`src/arcade_consts.svh`:
```
/*
 * Arcade IO constants
 * Bus widths, download and program memory maps, keyboard scan codes
 */
`ifndef ARCADE_CONSTS_SVH
`define ARCADE_CONSTS_SVH

// ##########################################################
// Widths
`define DL_ADDR_W      25
`define DL_DATA_W      8
`define DL_INDEX_W     8
`define GFX_ADDR_W     23
`define GFX_CREDITS    4     // Words in flight toward graphics memory
`define PROG_ADDR_W    19
`define PROG_BANK_AW   15    // 32K word banks
`define PROG_SMALL_AW  14    // 16K word bank (10A/10B)

// Download index values
`define IDX_ROM        8'd0
`define IDX_GAME       8'd1
`define IDX_DIP        8'd254

`define GAME_TANK      8'd118  // Twin stick variant

// ##########################################################
// Download map regions
`define GFX_LIMIT      7'd3    // addr[24:18] below this is graphics
`define DL_REG_9AB     9'h0C   // addr[24:16]
`define DL_REG_10AB    10'h1E  // addr[24:15], half size
`define DL_REG_7AB     9'h10
`define DL_REG_6AB     9'h11
`define DL_REG_5AB     9'h12
`define DL_REG_3AB     9'h13

// Program address map, prog_addr[18:15] unless noted
`define PA_REG_9AB     4'h0
`define PA_REG_10AB    5'h06   // prog_addr[18:14]
`define PA_REG_7AB     4'h4
`define PA_REG_6AB     4'h5
`define PA_REG_5AB     4'h6
`define PA_REG_3AB     4'h7

// ##########################################################
// Keyboard scan codes, low byte
`define KEY_UP     8'h75
`define KEY_DOWN   8'h72
`define KEY_LEFT   8'h6B
`define KEY_RIGHT  8'h74
`define KEY_CTRL   8'h14
`define KEY_ALT    8'h11
`define KEY_A      8'h1C
`define KEY_D      8'h23
`define KEY_E      8'h24
`define KEY_F      8'h2B
`define KEY_G      8'h34
`define KEY_H      8'h33
`define KEY_I      8'h43
`define KEY_J      8'h3B
`define KEY_K      8'h42
`define KEY_L      8'h4B
`define KEY_O      8'h44
`define KEY_Q      8'h15
`define KEY_R      8'h2D
`define KEY_S      8'h1B
`define KEY_U      8'h3C
`define KEY_W      8'h1D
`define KEY_Y      8'h35
`define KEY_1      8'h16
`define KEY_2      8'h1E
`define KEY_5      8'h2E
`define KEY_6      8'h36
`define KEY_7      8'h3D
`define KEY_8      8'h3E

`endif
```
`src/arcade_pkg.sv`:
```
/*
 * Arcade IO types
 * Vector typedefs and the packed structs moved between blocks
 */
`include "arcade_consts.svh"

package arcade_pkg;

	typedef logic [`DL_ADDR_W-1:0]   dl_addr_t;
	typedef logic [`DL_INDEX_W-1:0]  dl_index_t;
	typedef logic [`DL_DATA_W-1:0]   byte_t;
	typedef logic [`GFX_ADDR_W-1:0]  gfx_addr_t;
	typedef logic [31:0]             gfx_word_t;
	typedef logic [`PROG_ADDR_W-1:0] prog_addr_t;
	typedef logic [15:0]             prog_word_t;
	typedef logic [2:0]              prog_bank_t;  // Six banks, 0..5
	typedef logic [7:0]              player_port_t;
	typedef logic [7:0]              game_type_t;
	typedef logic [15:0]             joy_t;        // [3:0] up,down,left,right

	// Host download byte
	typedef struct packed {
		logic      wr;
		dl_index_t index;
		dl_addr_t  addr;
		byte_t     data;
	} dl_byte_t;

	// Graphics memory write
	typedef struct packed {
		logic      valid;
		gfx_addr_t addr;
		gfx_word_t data;
	} gfx_wr_t;

	// Program ROM write
	typedef struct packed {
		prog_bank_t                bank;
		logic [`PROG_BANK_AW-1:0]  addr;
		prog_word_t                data;
		logic                      valid;
	} prog_wr_t;

	// Keyboard event, new event on toggle change
	typedef struct packed {
		logic  toggle;
		logic  pressed;
		logic  extended;
		byte_t code;
	} kbd_event_t;

endpackage

```
`src/download_router.sv`:
```
/*
 * Download router
 * Splits the host byte stream into switches, variant, graphics dwords
 * and program words, with credit flow control on the graphics side
 */
`timescale 1ns/1ps
`include "arcade_consts.svh"

module download_router (
	input  logic                  clk_sys,
	input  logic                  rst_n,
	input  arcade_pkg::dl_byte_t  dl,
	output logic                  dl_wait,
	output arcade_pkg::gfx_wr_t   gfx_wr,
	input  logic                  gfx_credit,
	output arcade_pkg::prog_wr_t  prog_wr,
	output logic [63:0]           dip_sw,
	output arcade_pkg::game_type_t game_type
);
	import arcade_pkg::*;

	localparam int CRED_W = $clog2(`GFX_CREDITS + 1);

	logic              accept;     // Byte taken this cycle
	logic              rom_byte;
	logic              gfx_region;
	logic              gfx_issue;
	logic              prog_hit;
	prog_bank_t        prog_bank;
	logic [CRED_W-1:0] credits;
	byte_t [2:0]       acc_bytes;  // [2] oldest
	byte_t [7:0]       dip_q;
	game_type_t        game_q;

	logic       gfx_valid_q;
	gfx_addr_t  gfx_addr_q;
	gfx_word_t  gfx_data_q;
	logic       prog_valid_q;
	prog_bank_t prog_bank_q;
	logic [`PROG_BANK_AW-1:0] prog_addr_q;
	prog_word_t prog_data_q;

	// ##########################################################
	// Byte decode

	assign dl_wait    = (credits == '0);  // Stall while no credit left
	assign accept     = dl.wr && !dl_wait;
	assign rom_byte   = accept && (dl.index == `IDX_ROM);
	assign gfx_region = (dl.addr[24:18] < `GFX_LIMIT);
	assign gfx_issue  = rom_byte && gfx_region && (dl.addr[1:0] == 2'b11);

	// Program bank from the download map
	always_comb begin
		prog_hit  = 1'b1;
		prog_bank = '0;
		if (dl.addr[24:15] == `DL_REG_10AB)
			prog_bank = 3'd1;  // Short bank
		else begin
			case (dl.addr[24:16])
				`DL_REG_9AB: prog_bank = 3'd0;
				`DL_REG_7AB: prog_bank = 3'd2;
				`DL_REG_6AB: prog_bank = 3'd3;
				`DL_REG_5AB: prog_bank = 3'd4;
				`DL_REG_3AB: prog_bank = 3'd5;
				default:     prog_hit  = 1'b0;  // Not program ROM
			endcase
		end
	end

	// Last three ROM bytes
	always_ff @(posedge clk_sys) begin
		if (rom_byte)
			acc_bytes <= {acc_bytes[1:0], dl.data};
	end

	// ##########################################################
	// Graphics channel

	always_ff @(posedge clk_sys) begin
		if (!rst_n) begin
			gfx_valid_q <= 1'b0;
			credits     <= CRED_W'(`GFX_CREDITS);
		end else begin
			gfx_valid_q <= gfx_issue;
			case ({gfx_issue, gfx_credit})
				2'b10:   credits <= credits - 1'b1;  // Word sent
				2'b01:   credits <= credits + 1'b1;  // Word done
				default: ;                           // Both or neither
			endcase
		end
	end

	always_ff @(posedge clk_sys) begin
		if (gfx_issue) begin
			gfx_addr_q <= dl.addr[24:2];             // Dword address
			gfx_data_q <= {acc_bytes, dl.data};      // Oldest byte on top
		end
	end

	assign gfx_wr = '{valid: gfx_valid_q, addr: gfx_addr_q, data: gfx_data_q};

	// ##########################################################
	// One program word per odd byte

	always_ff @(posedge clk_sys) begin
		if (!rst_n)
			prog_valid_q <= 1'b0;
		else
			prog_valid_q <= rom_byte && prog_hit && dl.addr[0];
	end

	always_ff @(posedge clk_sys) begin
		if (rom_byte && prog_hit && dl.addr[0]) begin
			prog_bank_q <= prog_bank;
			prog_addr_q <= dl.addr[`PROG_BANK_AW:1];
			prog_data_q <= {acc_bytes[0], dl.data};  // Even byte high
		end
	end

	assign prog_wr = '{bank: prog_bank_q, addr: prog_addr_q,
	                   data: prog_data_q, valid: prog_valid_q};

	// ##########################################################
	// Switches and variant

	always_ff @(posedge clk_sys) begin
		if (!rst_n) begin
			dip_q  <= '0;
			game_q <= '0;
		end else if (accept) begin
			if (dl.index == `IDX_DIP && dl.addr[24:3] == '0)
				dip_q[dl.addr[2:0]] <= dl.data;  // Eight bytes only
			if (dl.index == `IDX_GAME)
				game_q <= dl.data;
		end
	end

	assign dip_sw    = dip_q;
	assign game_type = game_q;

endmodule

```
`config.mk`:
```
export PLATFORM = sky130hd
export DESIGN_NAME = download_router
export DESIGN_NICKNAME = d
export VERILOG_FILES = /design/src/arcade_pkg.sv /design/src/download_router.sv
export VERILOG_INCLUDE_DIRS = /design/src /design/src/src
export SDC_FILE = /design/constraint.sdc
export NUM_CORES = 1
export LEC_CHECK = 0
export CORE_ASPECT_RATIO = 1.1
export CORE_MARGIN = 1.5
export CORE_UTILIZATION = 45
export CTS_CLUSTER_DIAMETER = 40
export DETAILED_ROUTE_END_ITERATION = 6
export DONT_BUFFER_PORTS = 1
export PLACE_DENSITY = 0.71
export SYNTH_ARGS = -nofsm -noshare
export SYNTH_HDL_FRONTEND = slang
export SYNTH_SLANG_ARGS = --single-unit
```
`constraint.sdc`:
```
create_clock -name clk_sys -period 18.3 [get_ports clk_sys]
set_clock_uncertainty 0.1 [all_clocks]
set_input_delay 0.915 -clock clk_sys [delete_from_list [all_inputs] [get_ports clk_sys]]
set_output_delay 0.915 -clock clk_sys [all_outputs]
set_load 0.1 [all_outputs]
```
== After elaboration in Yosys (flattened, before gate mapping) ==
Index checks and enable logic that the tools add are counted.
Word-level totals
  input bits: 45
  output and inout port bits: 164
  word-level logic and storage cells: 59
  register bits after elaboration: 190
Operators by class
  add/sub/neg operators: 2
  mux-type cells: 7
  eq/ne operators: 11
  magnitude comparators: 3
  reduce and logical (&&, ||, !) cells: 16
Operators with widths (number)
  $bwmux W64: 1
  $eq A9 B5 Y1 const B: 4
  $demux W8 S3: 1
  $logic_not A22 Y1: 1
  $pmux W3 S4: 1
  $eq A10 B5 Y1 const B: 1
  $eq A9 B4 Y1 const B: 1
  $eq A8 B1 Y1 const B: 1
  $eq A8 B8 Y1 const B: 1
  $logic_and A1 B1 Y1: 8
  $logic_not A8 Y1: 1
  $mux W8: 1
  $lt A7 B2 Y1 const B: 1
  $pmux W3 S2: 1
  $reduce_or A5 Y1: 1
  $eq A2 B2 Y1 const B: 2
  $lt A3 B4 Y1 const B: 1
  $reduce_and A2 Y1: 2
  $add A3 B1 Y3 const B: 1
  $ge A3 B1 Y1 const B: 1
  $logic_not A3 Y1: 1
  $sub A3 B1 Y3 const B: 1
  $eq A2 B1 Y1 const B: 1
  $mux W1: 2
  2 further kinds: 2

== Logic depth before layout (Yosys ltp) ==
  depth in word-level cells: 8
  gate-level depth with buffers: 10
  gate-level depth less buffers: 10

== Worst setup path before layout ==
Ideal clock, no wire load.
  kind: input to register
  start point: in dl[38] in the netlist's numbering
  end point: reg credits[1]
  buffers on the path: 0
  setup slack: 10039 ps
  setup time: 116 ps
  cell stages on the path: 9
  arrival: 8045 ps
  required time: 18084 ps
  cells stage by stage: nor4_1 nand3_1 nor4_1 inv_1 ha_1 inv_1 fa_1 mux2i_1 nor2b_1
On the way
  cells in the longest elaborated chain, start to end: 6
  elaborated cells on any way between the ends: 8
  those cells by class: 2 x eq/ne; 1 x mux; 5 x reduce/logical
RTL lines
  from (decl): RTL line download_router.sv:12  | input arcade_pkg::dl_byte_t dl,
  $logic_not A8 Y1 (no source line) (*)
  $logic_and A1 B1 Y1 (*): RTL line download_router.sv:48  | assign rom_byte = accept && (dl.index == `IDX_ROM);
  $logic_and A1 B1 Y1 (*) (2 in a row): RTL line download_router.sv:50  | assign gfx_issue = rom_byte && gfx_region && (dl.addr[1:0] == 2'b11);
  named net gfx_issue: RTL line download_router.sv:27  | logic gfx_issue;
  $eq A2 B1 Y1 or $eq A2 B2 Y1 (tied branches): RTL line download_router.sv:85  | case ({gfx_issue, gfx_credit})
  $pmux W3 S2 or $reduce_bool A2 Y1 (tied branches)
  to (signal assigned): RTL line download_router.sv:82  | credits <= CRED_W'(`GFX_CREDITS);
  to (signal assigned): RTL line download_router.sv:86  | 2'b10: credits <= credits - 1'b1;
  to (signal assigned): RTL line download_router.sv:87  | 2'b01: credits <= credits + 1'b1;
  to (decl): RTL line download_router.sv:30  | logic [CRED_W-1:0] credits;
Mark *: on every way through the listed nets, which the timed path passes. The rest lies on a longest branch.
A chain may end at the register's enable or synchronous reset.

== Final worst setup path ==
Same ends and word-level chain as after synthesis.

==> run_results.csv <==
group,metric,value,unit
detailed_routing,avgRoutedWirePerCell,21.46,um
timing,layout_setup_ws,15.69,ns
detailed_routing,detail_route.drc_violations,0,
synthesis,postSynthRegisterBits,190,
layout,final_design_area_no_fill,7485,sq um
worst_setup_path,endpoint_kind,"flip-flop",
floorplanning,rows,46,
layout,ratio_of_cells_with_drive_above_1_in_the_final_layout,12.36,%
clock_tree,clk_pin_slew_worst_paths,0.07,ns
pwr,share_comb_of_total_power,1.7,%
clock_tree,cts_num_sinks,190,
pwr,total_design_power,0.8236,mW
placed_design,placedInstanceArea,6913,sq um
synthesis,synth_most_common_cell,"sky130_fd_sc_hd__edfxtp_1",
placed_design,pre_cts_ws,15.24,ns
synthesis,yosys-top-cells-area,"sky130_fd_sc_hd__edfxtp_1 51%, sky130_fd_sc_hd__dfxtp_1 23%, sky130_fd_sc_hd__mux2i_1 11%",
pwr,switching_share,20.17,%
synthesis,synth_fp_nets,466,
pwr,cellPowerDensity,110.0,nW/um^2
detailed_routing,routed-via-count,3341,
flow_run,maxCapViolCount,0,
global_route,globalRoute.busiestLayer,"met2",
timing,finalSetupViolations,0,
placed_design,dp.final_hpwl,9.391,mm
timing,timing_hold_violations_final,0,
layout,multi_input_area,1660,sq um
synthesis,synthesis.area,6686,sq um
worst_setup_path,worst-endpoint-arrival,2.82,ns
global_route,grt.met2_usage,28.73,%
layout,area.growth.synth_to_final,11.94,%
synthesis,ys.warnings.count,0,
pwr,vdd_drop_max,0.05529,mV
floorplanning,floorplan.initialDensity,46.28,%
hold_path,worst_min_delay_path_class,"flip-flop to flip-flop",
detailed_routing,post_detailed_route_via_to_cell_ratio,5.245,
timing,max-slew-margin-rel,31.04,%
layout,antenna_cells,0,
worst_setup_path,r2r-end,"credits[1]",
detailed_routing,drt-total-wl,13.67,mm
pwr,internal-power,0.6575,mW
clock_tree,numCtsBuffers,17,
timing,worst_slew_pin_slew,1.033,ns
global_route,grt_use_met3,8.116,%
worst_setup_path,critPathRequiredTime,18.51,ns
global_route,first_global_vias,3365,
clock_tree,cts_htree_levels,4,
worst_setup_path,worstReg2RegStart,"credits[0]",
clock_tree,cts_tree,"built",
detailed_routing,first_pass_iters,4,
floorplanning,pin_count,209,
detailed_routing,detail-route-antenna-nets,0,
global_route,grt_antenna_before_repair,0,
layout,utilization,51.81,%
layout,num-fill-cells,1181,
pwr,power.leakage,2.481,nW
global_route,grt_start_max_net_pins,86,
layout,ff_latch_area,4935,sq um
clock_tree,cts.repair_timing.setup_buffer_count,0,
worst_setup_path,startpoint,"dl[38]",
floorplanning,design.die.area,15600,sq um
worst_setup_path,cp_max_fo,3,
synthesis,syn_area_per_cell,15.96,sq um
synthesis,synth-seq-area-share,73.80,%
pwr,power_switching,0.1661,mW
floorplanning,core,14450,sq um
global_route,grt_util_all_layers,17.51,%
synthesis,synthesis.instances,419,
synthesis,yosys.cell_types.count,34,
timing,setup_tns,0,ns
worst_setup_path,crit_path_start_kind,"input port",
run_status,outcome,"finished, final reports clean",
global_route,global_route_wire_length_before_repair,20.15,mm
worst_setup_path,rr_worst_depth,9,
clock_tree,ctsHoldBuffers,0,
synthesis,synth_largest_type_area_fraction,50.75,%
placed_design,place.gp.congestion,0.7418,
timing,period_minus_slack,2.610,ns
clock_tree,cts_resized,0,
timing,final_max_slew_viol_count,0,
worst_setup_path,crit_path_category,"input port to flip-flop",
global_route,global_route.usage.met1,20.19,%
synthesis,synth.largest_area_cell,"sky130_fd_sc_hd__edfxtp_1",
worst_setup_path,regToRegSetupSlack,15.92,ns
placed_design,port-buffer-count,0,
timing,grt_setup_unrepaired,"false",
synthesis,synth-edff-count,113,
layout,design.final.nets,479,
global_route,globalRouteOverflowTotal,0,
clock_tree,cts_max_path_buffers,2,
synthesis,synth_ff_type,"sky130_fd_sc_hd__edfxtp_1",
worst_setup_path,crit_path_end,"credits[1]",
pwr,share_clk_of_total_power,43.4,%
floorplanning,die-width,119.2,um
clock_tree,clk_latency,0.43,ns
clock_tree,clockRootBuffer,"sky130_fd_sc_hd__clkbuf_16",
pwr,register_share_of_total_power,54.9,%
floorplanning,dieHeight,130.8,um
synthesis,synth.top_cells.by_count,"113 x sky130_fd_sc_hd__edfxtp_1, 77 x sky130_fd_sc_hd__dfxtp_1, 73 x sky130_fd_sc_hd__mux2i_1, 73 x sky130_fd_sc_hd__nand2_1, 10 x sky130_fd_sc_hd__nor4_4",
timing,max_clock_freq,0.3832,GHz
detailed_routing,initialDrtViolationCount,269,
synthesis,postSynth.asyncResetShare,0,%
timing,portion_of_the_clock_cycle_consumed_by_the_worst_path_in_the_final_layout,14.26,%
metal layers:
metal  share of wire (%)  wire length [um]
met1                  41              5556
met2                  48              6603
met3                 9.5              1304
met4                 1.5               204
met5                   0                 0
worst max-delay path, stage by stage:
cell	delay [ns]
sky130_fd_sc_hd__nor4_1	0.38
sky130_fd_sc_hd__nand3_1	0.25
sky130_fd_sc_hd__nor4_2	0.31
sky130_fd_sc_hd__inv_1	0.07
sky130_fd_sc_hd__ha_1	0.20
sky130_fd_sc_hd__inv_1	0.07
sky130_fd_sc_hd__fa_1	0.41
sky130_fd_sc_hd__mux2i_1	0.15
sky130_fd_sc_hd__nor2b_1	0.07
cell type report:
class	count	share of cell area, %
Timing Repair Buffer	5	0.7355
Clock inverter	13	1.856
Sequential cell	190	65.93
Multi-Input combinational cell	212	22.18
Inverter	6	0.3009
Clock buffer	19	5.784
Tap cell	192	3.210
sequential cells by signal (all words and copies together) (netlist names), 3 cells and up:
signal / flops
gfx_addr_q: 23
prog_addr_q: 15
game_type: 8
dip_sw: 64
acc_bytes: 24
gfx_data_q: 32
prog_data_q: 16
prog_bank_q: 3
credits: 3
metrics by stage:
stage,cells,hold slack [ns]
6_report,637,0.3140
5_1_grt,637,0.3225
4_1_cts,637,0.3185
3_5_place_dp,605,0.3054
3_3_place_gp,605,0.3019
2_1_floorplan,419,0.3003
cell families after synthesis:
logic type,Yosys count,share of synthesized area [%]
simple gates,130,12.28
fa+ha+maj,2,0.4865
buf+inv,17,1.665
flops,190,73.80
xor+xnor,2,0.2620
compound gates,5,0.5801
mux,73,10.93
power by group through the flow:
stage	combinational (mW)	clock, mW	sequential (mW)
after floorplan	0.0128	0	0.461
after global placement	0.0138	0	0.462
after detailed placement	0.0143	0	0.462
after CTS	0.0144	0.364	0.452
after global routing	0.0153	0.377	0.452
final	0.0142	0.357	0.452
cell usage in the layout (no fill, tap or decap), drive strengths merged:
cell type	Yosys	final
edfxtp	113	113
dfxtp	77	77
nand2	74	74
mux2i	73	73
clkbuf	7	20
nor4	12	12
nor2b	9	9
inv	6	9
nand3	8	8
or3	6	6
nor2	6	6
clkinvlp	0	6
and2	4	4
buf	2	4
nand4	4	4
nor4b	2	2
bufinv	0	2
nor3	2	2
clkinv	0	2
o31a	1	1
and3b	1	1
o2111ai	1	1
a2111oi	1	1
a21boi	1	1
and4bb	1	1
and4b	1	1
xnor2	1	1
xor2	1	1
o21ai	1	1
fa	1	1
ha	1	1
how the worst min path moves through the flow:
| stage | start | end | slack [ns] | depth (start not counted) |
|---|---|---|---|---|
| 4_1_cts | acc_bytes[16] | gfx_data_q[24] | 0.32 | 0 |
| 3_3_place_gp | acc_bytes[16] | gfx_data_q[24] | 0.30 | 0 |
| 5_1_grt | acc_bytes[16] | gfx_data_q[24] | 0.32 | 0 |
| 2_1_floorplan | acc_bytes[16] | gfx_data_q[24] | 0.30 | 0 |
| 6_report | acc_bytes[16] | gfx_data_q[24] | 0.31 | 0 |
| 3_5_place_dp | acc_bytes[16] | gfx_data_q[24] | 0.31 | 0 |
Note: power is estimated with default switching activity, not from simulation.
