`src/arcade_consts.svh`:
```
/*
 * Arcade IO constants
 * Bus widths, download and program memory maps, keyboard scan codes
 */
`ifndef ARCADE_CONSTS_SVH
`define ARCADE_CONSTS_SVH

// ##########################################################
// Widths
`define DL_ADDR_W      25
`define DL_DATA_W      8
`define DL_INDEX_W     8
`define GFX_ADDR_W     23
`define GFX_CREDITS    4     // Words in flight toward graphics memory
`define PROG_ADDR_W    19
`define PROG_BANK_AW   15    // 32K word banks
`define PROG_SMALL_AW  14    // 16K word bank (10A/10B)

// Download index values
`define IDX_ROM        8'd0
`define IDX_GAME       8'd1
`define IDX_DIP        8'd254

`define GAME_TANK      8'd118  // Twin stick variant

// ##########################################################
// Download map regions
`define GFX_LIMIT      7'd3    // addr[24:18] below this is graphics
`define DL_REG_9AB     9'h0C   // addr[24:16]
`define DL_REG_10AB    10'h1E  // addr[24:15], half size
`define DL_REG_7AB     9'h10
`define DL_REG_6AB     9'h11
`define DL_REG_5AB     9'h12
`define DL_REG_3AB     9'h13

// Program address map, prog_addr[18:15] unless noted
`define PA_REG_9AB     4'h0
`define PA_REG_10AB    5'h06   // prog_addr[18:14]
`define PA_REG_7AB     4'h4
`define PA_REG_6AB     4'h5
`define PA_REG_5AB     4'h6
`define PA_REG_3AB     4'h7

// ##########################################################
// Keyboard scan codes, low byte
`define KEY_UP     8'h75
`define KEY_DOWN   8'h72
`define KEY_LEFT   8'h6B
`define KEY_RIGHT  8'h74
`define KEY_CTRL   8'h14
`define KEY_ALT    8'h11
`define KEY_A      8'h1C
`define KEY_D      8'h23
`define KEY_E      8'h24
`define KEY_F      8'h2B
`define KEY_G      8'h34
`define KEY_H      8'h33
`define KEY_I      8'h43
`define KEY_J      8'h3B
`define KEY_K      8'h42
`define KEY_L      8'h4B
`define KEY_O      8'h44
`define KEY_Q      8'h15
`define KEY_R      8'h2D
`define KEY_S      8'h1B
`define KEY_U      8'h3C
`define KEY_W      8'h1D
`define KEY_Y      8'h35
`define KEY_1      8'h16
`define KEY_2      8'h1E
`define KEY_5      8'h2E
`define KEY_6      8'h36
`define KEY_7      8'h3D
`define KEY_8      8'h3E

`endif
```
`src/arcade_pkg.sv`:
```
/*
 * Arcade IO types
 * Vector typedefs and the packed structs moved between blocks
 */
`include "arcade_consts.svh"

package arcade_pkg;

	typedef logic [`DL_ADDR_W-1:0]   dl_addr_t;
	typedef logic [`DL_INDEX_W-1:0]  dl_index_t;
	typedef logic [`DL_DATA_W-1:0]   byte_t;
	typedef logic [`GFX_ADDR_W-1:0]  gfx_addr_t;
	typedef logic [31:0]             gfx_word_t;
	typedef logic [`PROG_ADDR_W-1:0] prog_addr_t;
	typedef logic [15:0]             prog_word_t;
	typedef logic [2:0]              prog_bank_t;  // Six banks, 0..5
	typedef logic [7:0]              player_port_t;
	typedef logic [7:0]              game_type_t;
	typedef logic [15:0]             joy_t;        // [3:0] up,down,left,right

	// Host download byte
	typedef struct packed {
		logic      wr;
		dl_index_t index;
		dl_addr_t  addr;
		byte_t     data;
	} dl_byte_t;

	// Graphics memory write
	typedef struct packed {
		logic      valid;
		gfx_addr_t addr;
		gfx_word_t data;
	} gfx_wr_t;

	// Program ROM write
	typedef struct packed {
		prog_bank_t                bank;
		logic [`PROG_BANK_AW-1:0]  addr;
		prog_word_t                data;
		logic                      valid;
	} prog_wr_t;

	// Keyboard event, new event on toggle change
	typedef struct packed {
		logic  toggle;
		logic  pressed;
		logic  extended;
		byte_t code;
	} kbd_event_t;

endpackage

```
`src/input_mapper.sv`:
```
/*
 * Input mapper
 * Keyboard and joystick state onto the active-low player and coin ports,
 * with a twin-stick tank layout for the tank variant
 */
`timescale 1ns/1ps
`include "arcade_consts.svh"

module input_mapper (
	input  logic                     clk_sys,
	input  logic                     rst_n,
	input  arcade_pkg::kbd_event_t   kbd,
	input  arcade_pkg::joy_t         joy0,
	input  arcade_pkg::joy_t         joy1,
	input  arcade_pkg::game_type_t   game_type,
	output arcade_pkg::player_port_t p1,
	output arcade_pkg::player_port_t p2,
	output arcade_pkg::player_port_t p3,
	output arcade_pkg::player_port_t p4,
	output logic [4:0]               sys_in
);
	import arcade_pkg::*;

	logic         is_tank;
	logic         toggle_q;
	logic [6:0]   key_sel;     // {hit, slot}
	logic [35:0]  key_held;    // Ports p1..p4 then coins 1..4
	logic [9:0]   joy0_q;
	logic [9:0]   joy1_q;
	logic [3:0]   tank0_q;     // {x_bk, w_bk, x_fw, w_fw}
	logic [3:0]   tank1_q;
	player_port_t joy_p1;
	player_port_t joy_p2;
	player_port_t joy_p3;

	// Slot = port*8 + bit, coins from 32
	function automatic logic [6:0] key_slot(input logic tank, input logic ext,
	                                        input byte_t code);
		logic [6:0] s;
		s = '0;
		if (tank) begin
			if (!ext) begin
				case (code)
					`KEY_D: s = {1'b1, 6'd7};   // P1 right back
					`KEY_S: s = {1'b1, 6'd6};   // P1 left back
					`KEY_E: s = {1'b1, 6'd5};   // P1 right forward
					`KEY_W: s = {1'b1, 6'd4};   // P1 left forward
					`KEY_R: s = {1'b1, 6'd3};   // P1 thumbs
					`KEY_Q: s = {1'b1, 6'd2};
					`KEY_F: s = {1'b1, 6'd1};   // P1 triggers
					`KEY_A: s = {1'b1, 6'd0};
					`KEY_K: s = {1'b1, 6'd15};  // P2, same order
					`KEY_J: s = {1'b1, 6'd14};
					`KEY_I: s = {1'b1, 6'd13};
					`KEY_U: s = {1'b1, 6'd12};
					`KEY_O: s = {1'b1, 6'd11};
					`KEY_Y: s = {1'b1, 6'd10};
					`KEY_L: s = {1'b1, 6'd9};
					`KEY_H: s = {1'b1, 6'd8};
					`KEY_1: s = {1'b1, 6'd16};  // Starts on P3
					`KEY_2: s = {1'b1, 6'd17};
					`KEY_5: s = {1'b1, 6'd32};  // Coins
					`KEY_6: s = {1'b1, 6'd33};
					default: ;
				endcase
			end
		end else begin
			case (code)
				// Arrows match with or without the extended flag
				`KEY_UP:    s = {1'b1, 6'd7};
				`KEY_DOWN:  s = {1'b1, 6'd6};
				`KEY_LEFT:  s = {1'b1, 6'd5};
				`KEY_RIGHT: s = {1'b1, 6'd4};
				default: begin
					if (!ext) begin
						case (code)
							`KEY_CTRL: s = {1'b1, 6'd1};   // P1 fire
							`KEY_ALT:  s = {1'b1, 6'd0};   // P1 magic
							`KEY_R:    s = {1'b1, 6'd15};  // P2 up
							`KEY_F:    s = {1'b1, 6'd14};
							`KEY_D:    s = {1'b1, 6'd13};
							`KEY_G:    s = {1'b1, 6'd12};
							`KEY_A:    s = {1'b1, 6'd9};   // P2 fire
							`KEY_S:    s = {1'b1, 6'd8};
							`KEY_5:    s = {1'b1, 6'd32};
							`KEY_6:    s = {1'b1, 6'd33};
							`KEY_7:    s = {1'b1, 6'd34};
							`KEY_8:    s = {1'b1, 6'd35};
							default: ;
						endcase
					end
				end
			endcase
		end
		return s;
	endfunction

	// Up,down,left,right onto left/right tread forward/back
	function automatic logic [3:0] tank_dirs(input logic [3:0] dir);
		logic [3:0] t;
		case (dir)
			4'b1010: t = 4'b0010;  // Up left
			4'b1000: t = 4'b0011;  // Up
			4'b1001: t = 4'b0001;  // Up right
			4'b0001: t = 4'b1001;  // Right, spin
			4'b0101: t = 4'b0100;  // Down right
			4'b0100: t = 4'b1100;  // Down
			4'b0110: t = 4'b1000;  // Down left
			4'b0010: t = 4'b0110;  // Left, spin
			default: t = 4'b0000;
		endcase
		return t;
	endfunction

	assign is_tank = (game_type == `GAME_TANK);
	assign key_sel = key_slot(is_tank, kbd.extended, kbd.code);

	// ##########################################################
	// Held keys and registered sticks

	always_ff @(posedge clk_sys) begin
		if (!rst_n) begin
			toggle_q <= kbd.toggle;  // No event out of reset
			key_held <= '0;
		end else begin
			toggle_q <= kbd.toggle;
			if (toggle_q != kbd.toggle && key_sel[6])
				key_held[key_sel[5:0]] <= kbd.pressed;
		end
	end

	always_ff @(posedge clk_sys) begin
		if (!rst_n) begin
			joy0_q  <= '0;
			joy1_q  <= '0;
			tank0_q <= '0;
			tank1_q <= '0;
		end else begin
			joy0_q  <= joy0[9:0];
			joy1_q  <= joy1[9:0];
			tank0_q <= tank_dirs(joy0[3:0]);
			tank1_q <= tank_dirs(joy1[3:0]);
		end
	end

	// ##########################################################
	// Ports, low when pressed

	assign joy_p1 = is_tank ? {tank0_q, joy0_q[7:4]} : {joy0_q[3:0], joy0_q[7:4]};
	assign joy_p2 = is_tank ? {tank1_q, joy1_q[7:4]} : {joy1_q[3:0], joy1_q[7:4]};
	assign joy_p3 = is_tank ? {6'b0, joy1_q[9], joy0_q[9]} : '0;  // Stick starts

	assign p1 = ~(key_held[7:0]   | joy_p1);
	assign p2 = ~(key_held[15:8]  | joy_p2);
	assign p3 = ~(key_held[23:16] | joy_p3);
	assign p4 = ~key_held[31:24];  // Keyboard only

	assign sys_in = {1'b1,                          // Service off
	                 ~(key_held[32] | joy0_q[8]),
	                 ~(key_held[33] | joy1_q[8]),
	                 ~key_held[34],
	                 ~key_held[35]};

endmodule

```
`config.mk`:
```
export PLATFORM = sky130hd
export DESIGN_NAME = input_mapper
export DESIGN_NICKNAME = d
export VERILOG_FILES = /design/src/arcade_pkg.sv /design/src/input_mapper.sv
export VERILOG_INCLUDE_DIRS = /design/src /design/src/src
export SDC_FILE = /design/constraint.sdc
export NUM_CORES = 1
export LEC_CHECK = 0
export ABC_AREA = 1
export BUFFER_PORTS_ARGS = -buffer_cell sky130_fd_sc_hd__buf_2
export CELL_PAD_IN_SITES_DETAIL_PLACEMENT = 1
export CELL_PAD_IN_SITES_GLOBAL_PLACEMENT = 1
export CORE_MARGIN = 4
export CORE_UTILIZATION = 37
export CTS_BUF_LIST = sky130_fd_sc_hd__clkbuf_4
export CTS_CLUSTER_SIZE = 20
export DETAILED_ROUTE_END_ITERATION = 8
export PLACE_DENSITY_LB_ADDON = 0.05
export SETUP_SLACK_MARGIN = 0.4
export SYNTH_ARGS = -nofsm -noshare
export SYNTH_HDL_FRONTEND = slang
export SYNTH_SLANG_ARGS = --single-unit
```
`constraint.sdc`:
```
create_clock -name clk_sys -period 1.9 [get_ports clk_sys]
set_input_delay 0.095 -clock clk_sys [delete_from_list [all_inputs] [get_ports clk_sys]]
set_output_delay 0.095 -clock clk_sys [all_outputs]
set_load 0.1 [all_outputs]
```
[Word level (Yosys, flattened, before mapping)]
Memories as Yosys holds them, arrays and structs flattened. A register that Yosys moved wholly into a read port is not among the register bits.
Cells that the tools add are included.
Storage, ports and cells
  input port bits: 53
  output and inout bits: 37
  memories: 2
  memory bits (read-only): 128
  bits in registers: 57
  logic and storage cells: 68
Operators by class
  order comparisons: 2
  reductions and logical operators: 4
  multiplexer cells: 12
  bitwise logic cells: 13
  equal/unequal tests: 31
Memories
  (no name shown): depth 16, bits a word 4, read ports 1, clocked after Yosys merged registers in 1, write ports 0, RTL line input_mapper.sv:101  | case (dir)
  (no name shown): depth 16, bits a word 4, read ports 1, clocked after Yosys merged registers in 1, write ports 0, RTL line input_mapper.sv:101
Operators with widths (count)
  one-hot mux 7 bit (20 select lines): 1
  == test 8 x 6 -> 1 bit, second input constant: 13
  one-hot mux 7 bit (12 select lines): 1
  == test 8 x 7 -> 1 bit, second input constant: 9
  == test 8 x 5 -> 1 bit, second input constant: 8
  bitwise mux 36 bit: 1
  NOT 8 bit: 4
  one-hot mux 7 bit (4 select lines): 1
  two-way mux 7 bit: 3
  two-way mux 8 bit: 2
  OR 8 bit: 2
  OR 8 x 2 -> 8 bit: 1
  less-than comparator 6 x 7 -> 1 bit, second input constant: 1
  demux 1 bit (select 6 bit): 1
  >= comparator 6 x 1 -> 1 bit, second input constant: 1
  NOT 1 bit: 4
  logical AND 1 bit: 2
  logical NOT 1 bit: 2
  two-way mux 2 bit: 1
  OR 1 bit: 2
  two-way mux 1 bit: 1
  inequality test 1 bit: 1

[Logic depth before layout (Yosys ltp)]
Gate-level depths: netlist of the first run.
  depth after elaboration: 10
  mapped depth: 17
  depth with buffers taken out: 17

[Worst setup path after synthesis of the first run]
No wires, ideal clock.
  path type: in2out
  start: input game_type[7]
  end: output p1[4]
  required time: 1805 ps
  stages: 7
  setup slack: -409 ps
  arrival time: 2214 ps
  path through: inv_1 -> nand3_1 -> nor2_1 -> buf_2 -> buf_1 -> a21o_1 -> a21oi_1
Between the ends
  word-level cells in the longest chain between the ends: 4
Ends and longest elaborated chain
  from (decl): RTL line input_mapper.sv:15  | input arcade_pkg::game_type_t game_type,
  == test 8 x 7 -> 1 bit (no line)
  two-way mux 8 bit: RTL line input_mapper.sv:149  | assign joy_p1 = is_tank ? {tank0_q, joy0_q[7:4]} : {joy0_q[3:0], joy0_q[7:4]};
  OR 8 bit: RTL line input_mapper.sv:153  | assign p1 = ~(key_held[7:0] | joy_p1);
  NOT 8 bit: RTL line input_mapper.sv:153
  to (decl): RTL line input_mapper.sv:16  | output arcade_pkg::player_port_t p1,
No other way between the ends.

[Worst setup path after layout of the first run]
  start: input kbd[7] (netlist name)
  end: register key_held[6]
Between the ends
  word-level cells in the longest chain between the ends: 10
  elaborated cells between the ends (all ways): 42
Ends and longest elaborated chain
  from (decl): RTL line input_mapper.sv:12  | input arcade_pkg::kbd_event_t kbd,
  == test 8 x 6 -> 1 bit, or another cell as far along: RTL line input_mapper.sv:76  | case (code)
  one-hot mux 7 bit (12 select lines): RTL line input_mapper.sv:76
  two-way mux 7 bit: RTL line input_mapper.sv:75  | if (!ext) begin
  one-hot mux 7 bit (4 select lines): RTL line input_mapper.sv:68  | case (code)
  two-way mux 7 bit (*): RTL line input_mapper.sv:41  | if (tank) begin
  less-than comparator 6 x 7 -> 1 bit (implied by the code) or >= comparator 6 x 1 -> 1 bit (tied branches): RTL line input_mapper.sv:128  | key_held[key_sel[5:0]] <= kbd.pressed;
  logical AND 1 bit (implied by the code): RTL line input_mapper.sv:128
  two-way mux 1 bit (implied by the code): RTL line input_mapper.sv:128
  demux 1 bit (select 6 bit): RTL line input_mapper.sv:128
  bitwise mux 36 bit: RTL line input_mapper.sv:128
  to (signal, indexed assignment): RTL line input_mapper.sv:128
  to (decl): RTL line input_mapper.sv:27  | logic [35:0] key_held;
Mark *: on every way between the ends. The rest lies on a longest branch, timed or not.
A chain may end at the register's enable or synchronous reset.

==> flow_summary.ini, run 1 <==
[run_status]
status = complete, no violations

[placement]
dp_hpwl_mm = 7.15
dp_cells = 712
gp_congestion = 0.831
place_area_sq_mm = 0.00411
io_buffers = 76

[timing]
min_period_over_period_pct = 84.7
slew_violations = 0
setup_viol = 0
max_freq_ghz = 0.621
post-route-min-period_ns = 1.61
hold_viol_final = 0
rsz0062_at_grt = true
clock-skew-final_ns = 0.0182
tns_ns = 0

[floorplan]
design.die.area_sq_mm = 0.0104
die_x_um = 102
rows = 34
initial_utilization_pct = 37.8
core_area_sq_mm = 0.00864
fp.dieH_um = 102
ioPinCount = 90

[detailed_routing]
viasPerCell = 4.92
firstDrtPassIters = 4
vias = 3806
drc_errors = 0
drt_iter0_drc = 115
wl_per_cell_um = 16.6
drtAntennaViolNets = 0
drt-total-wl_mm = 12.9

[worst_setup_path]
worst-r2r-cell-count = 7
crit_chain = buf_8, inv_8, nand2_8, nor2_4, buf_4, o21ai_1, nand2_1, nand2_1, nand2_1, nand2_1, nand2_1, nand2_1, nor2_2, nand3_1, nand2_1, nand2_1, nor2_1
path_common_cell = nand2_1
crit_buf_inv = 3
r2r-end = key_held[14]
slowest_stage = nor2_4
r2r_start = toggle_q
slowest_delay_ns = 0.27
crit_path_max_fanout = 6
critPathTopFamily = simple AND/OR/NAND/NOR gates
r2r_setup_slack_ns = 0.44
start_kind = input port
critPathKind = input port to flop
critical_path.endpoint_type = flop
worstPathRequired_ns = 2.26
critPathArrivalTime_ns = 1.97

[global_routing]
grt.total_usage_pct = 20.8
grt.busiest_layer = met2
gr-total-overflow = 0
grt.met2_usage_pct = 39.2
grt_pass1_vias = 3776
antenna_found_initial = 0
met1_usage_pct = 23.9
use_met3_pct = 4.03
grt_pass1_wl_mm = 17.2
grt_max_degree = 49

[logic_synthesis]
yosysTopAreaCell = dfxtp_1
synth-warning-count = 0
yosys-top-cells-area = dfxtp_1 40%, nand2_1 18%, nor2_1 11%
synth_top_flop_cell = dfxtp_1
syn_avg_cell_area_sq_um = 6.29
synth_top_area_share_pct = 39.9
ys_seq_area_share_pct = 39.9
async_flop_share_pct = 0
synth.cell_area_sq_mm = 0.00326
synth_commonest_cells = 155 x nand2_1, 97 x nor2_1, 74 x inv_1
ys_ff_latch = 65
synth_cells = 519
synth_edf_count = 0
ys_types = 28
synth.most_common_cell = nand2_1
syn_nets = 572

[clock_tree]
cts-root-buf = clkbuf_4
cts_tree = built
clockBufferDepth = 2
clk_pin_slew_worst_paths_ns = 0.13
numCtsBuffers = 9
cts.sinks = 65
htreeDepth = 3
clk_latency_ns = 0.42

[run]
drv_cap = 0

[cells_and_area]
area_growth_pct = 63.7
fin_cells = 773
final_cell_area_sq_mm = 0.00535
finalNetCount = 713
final_layout_size_suffix_gt1_share_pct = 41.8
insertedDiodeCount = 0

[power_and_ir_drop]
peakVddDrop_mv = 0.454
cellLeakagePower_uw = 0.00270
powerDensity_mw_per_mm2 = 612

[hold_path]
holdPathEnd = key_held[1]
hold_start = kbd[9]
whs_path_depth = 3
hold_path_class = input port to flop
-- cells in the final DEF, fill, tap and decap left out, types with 18 or more instances in the layout --
cell           synthesis  final
nand2_2                8     34
nor2_1                97     53
dlygate4sd3_1          0     25
nor2_4                 3     18
dfxtp_1               65     65
buf_4                  2     40
buf_2                  3     56
inv_1                 74     66
nor2_2                 7     36
nand3_1               26     22
nand2_1              155    112
-- registers in the layout (all words and copies together), names as in the netlist --
signal	flops
tank0_q	4
joy0_q	10
tank1_q	4
key_held	36
joy1_q	10
toggle_q	1
-- power breakdown --
part / switching (uW) / internal [uW] / total, uW / leakage (uW)
Clock: 560 / 685 / 1250 / 0.0000932
Sequential: 18.6 / 1390 / 1410 / 0.000531
Combinational: 396 / 215 / 611 / 0.00208
-- logic make-up after synthesis --
family / count (synthesis) / synth area share, %
compound gates: 43 / 7.59
flops: 65 / 39.9
xor+xnor: 1 / 0.268
simple gates: 315 / 40.8
other cells: 1 / 0.115
buf+inv: 94 / 11.4
-- tightest hold or removal path, cell delays in order --
cell and delay, ns:
buf_2 0.18, nand4_1 0.13, a21oi_2 0.05
-- metrics by stage --
step | hold WS [ns] | worst slack [ns] | utilization [%] | total power (uW)
after floorplan | 0.123 | 0.214 | - | 1740
after global placement | 0.225 | -0.0423 | 47.6 | 1890
after detailed placement | 0.229 | -0.0727 | 47.6 | 1900
after CTS | 0.0429 | 0.374 | 54.0 | 3170
after global routing | 0.0596 | 0.188 | 61.9 | 3400
final | 0.0808 | 0.290 | 61.9 | 3270
-- per-layer routing --
layer	vias up	wire (um)
met5	-	0
met4	0	409
met3	33	409
met2	89	7020
met1	1822	5020
li1	1862	-
-- repair_timing --
item                                   CTS  global route
cloned                                   0             2
setup endpoints to repair               28            34
resized for setup                       23           149
hold buffers                            25             0
endpoints found under the hold margin   29             0
pin swaps                                3            69
buffers inserted                         2            16
-- layout make-up --
class | instances | area (sq um)
Multi-Input combinational cell | 360 | 2150
Sequential cell | 65 | 1300
Clock inverter | 6 | 114
Tap cell | 108 | 135
Inverter | 79 | 333
Clock buffer | 10 | 75.1
Fill cell | 1085 | 3290
Timing Repair Buffer | 145 | 1230
-- worst max path at each step --
stage | cells past startpoint | endpoint | startpoint | slack (ns)
floorplan | 7 | p1[4] | game_type[7] | 0.21
global placement | 17 | key_held[11] | kbd[4] | -0.04
detailed placement | 17 | key_held[11] | kbd[3] | -0.07
CTS | 17 | key_held[13] | kbd[4] | 0.37
global route | 17 | key_held[15] | kbd[7] | 0.19
finish | 17 | key_held[6] | kbd[7] | 0.29
No activity file was read; power rests on OpenSTA's default activity.
==> inputs of run 2 (changes only) <==
==> constraint.sdc (replaced) <==
create_clock -name clk_sys -period 1.6 [get_ports clk_sys]
set_input_delay 0.08 -clock clk_sys [delete_from_list [all_inputs] [get_ports clk_sys]]
set_output_delay 0.08 -clock clk_sys [all_outputs]
set_load 0.1 [all_outputs]
==> run 2 against run 1 <==
  * The run now ends with negative setup slack left
  * Worst setup slack got worse by 0.34 ns
  * Combinational power increased by 38%
  * Cell area increased by 9.0%
  * Sequential share of layout area decreased by 1.6 points
  * Flip-flop and latch count unchanged
  * Clock skew decreased by 0.0010 ns
  * Cell count increased by 1.4%
  * First-iteration DRC count increased by 23%
  * Critical endpoint is now key_held[0]
==> flow_summary.ini, run 2 (synthesis results as in run 1) <==
[worst_setup_path]
crit_path_start = kbd[3]
worst-r2r-cell-count = 7
crit_path_max_fanout = 12
r2r_setup_slack_ns = 0.06
worstPathRequired_ns = 1.94
critPathArrivalTime_ns = 1.99
critPathCapture = key_held[0]
r2r_start = toggle_q
critical_path.endpoint_type = flop
critPathKind = input port to flop
r2r-end = key_held[0]
start_kind = input port

[timing]
slew_violations = 0
hold_viol_final = 0
max_freq_ghz = 0.606
setup_slack_ns = -0.0510
clock-skew-final_ns = 0.0172
rsz0062_at_grt = true
setup_viol = 8
post-route-min-period_ns = 1.65
tns_ns = -0.259
min_period_over_period_pct = 103

[power_and_ir_drop]
powerDensity_mw_per_mm2 = 665
peakVddDrop_mv = 0.573
cellLeakagePower_uw = 0.00289

[detailed_routing]
drt-total-wl_mm = 16.5
dr_wl_met3_um = 728
drtAntennaViolNets = 0
route.met2.wl_mm = 9.24
drt_iter0_drc = 141
wl_per_cell_um = 21.0
viasPerCell = 5.24
wl_met1_mm = 6.01
top_layer = met4
vias = 4111
drc_errors = 0
firstDrtPassIters = 6

[cells_and_area]
reg_top3 = key_held (36), joy0_q (10), joy1_q (10)
top_register = key_held
final_layout_size_suffix_gt1_share_pct = 48.6
finalNetCount = 723
final_cell_area_sq_mm = 0.00583
final_util_pct = 67.5
fin_cells = 784
most-common-layout-cells = 108 x nand2_1, 62 x inv_1, 51 x buf_4
area_growth_pct = 78.5
largest_reg_flops = 36
final_common_cell = nand2_1

[run]
drv_cap = 0

[clock_tree]
htreeDepth = 3
clockBufferDepth = 2
clk_pin_slew_worst_paths_ns = 0.13
clk_latency_ns = 0.40
cts.sinks = 65
cts-root-buf = clkbuf_4
cts_tree = built
numCtsBuffers = 9

[global_routing]
grt_max_degree = 49
grt_pass1_vias = 4195
grt.total_usage_pct = 23.7
gr-total-overflow = 0
antenna_found_initial = 1
grt_pass1_wl_mm = 19.3

[floorplan]
core_area_sq_mm = 0.00864
design.die.area_sq_mm = 0.0104
initial_utilization_pct = 37.8
ioPinCount = 90
rows = 34
die_x_um = 102
fp.dieH_um = 102

[run_status]
status = finished, violations left
violations = negative setup slack

[hold_path]
hold_start = joy1[2]
hold_path_class = input port to flop

[placement]
place_area_sq_mm = 0.00437
dp_cells = 723
dp_hpwl_mm = 7.86
gp_congestion = 0.828
pre_cts_ws_ns = -0.435
io_buffers = 76
==> run 2: metal layers <==
metal,global-route usage [%],up-vias
met5,0,-
met3,4.23,47
met1,24.7,2040
met2,46.3,142
li1,-,1882
met4,9.49,0
==> run 2: how the worst min path moves through the flow <==
stage / end / cells after the start / slack (ns)
2_1_floorplan: toggle_q / 0 / 0.11
3_3_place_gp: toggle_q / 1 / 0.21
3_5_place_dp: toggle_q / 1 / 0.21
4_1_cts: key_held[1] / 3 / 0.01
5_1_grt: key_held[3] / 3 / 0.04
6_report: tank1_q[0] / 4 / 0.06
==> run 2: metrics by stage <==
step / hold slack (ns) / total power [uW]
finish: 0.0599 / 3880
global placement: 0.211 / 2290
CTS: 0.0149 / 3760
detailed placement: 0.215 / 2310
global route: 0.0431 / 4020
floorplan: 0.108 / 2100
==> run 2: final cells by class <==
| type | instances | area, sq um |
|---|---|---|
| clock inverter | 6 | 90.1 |
| multi-input combinational | 360 | 2290 |
| timing repair buffer | 155 | 1560 |
| sequential | 65 | 1330 |
| clock buffer | 10 | 75.1 |
| antenna | 1 | 2.50 |
| fill | 1015 | 2810 |
| tap | 108 | 135 |
| inverter | 79 | 350 |
==> run 2: power by group <==
group / switching (uW) / internal, uW / total, uW
Combinational: 520 / 325 / 845
Sequential: 28.0 / 1660 / 1690
Clock: 690 / 657 / 1350
==> run 2: timing repair <==
item                                   CTS  global route
pin swaps                               37            38
setup buffers                           10            11
setup endpoints to repair               58            55
gates resized for setup                170            97
hold buffers                            22             4
endpoints found under the hold margin   29             4
cloned                                   0             0
==> run 2: critical path: stages <==
cell     delay, ns
buf_4         0.15
inv_4         0.07
nand2_4       0.06
nor2_4        0.18
buf_4         0.14
nand2_2       0.05
nand2_1       0.07
nor2_1        0.05
nand3_1       0.10
nand2_1       0.07
nand2_1       0.10
nand2_2       0.08
nor2_4        0.12
buf_12        0.16
buf_8         0.15
nand4_1       0.14
a21oi_1       0.22
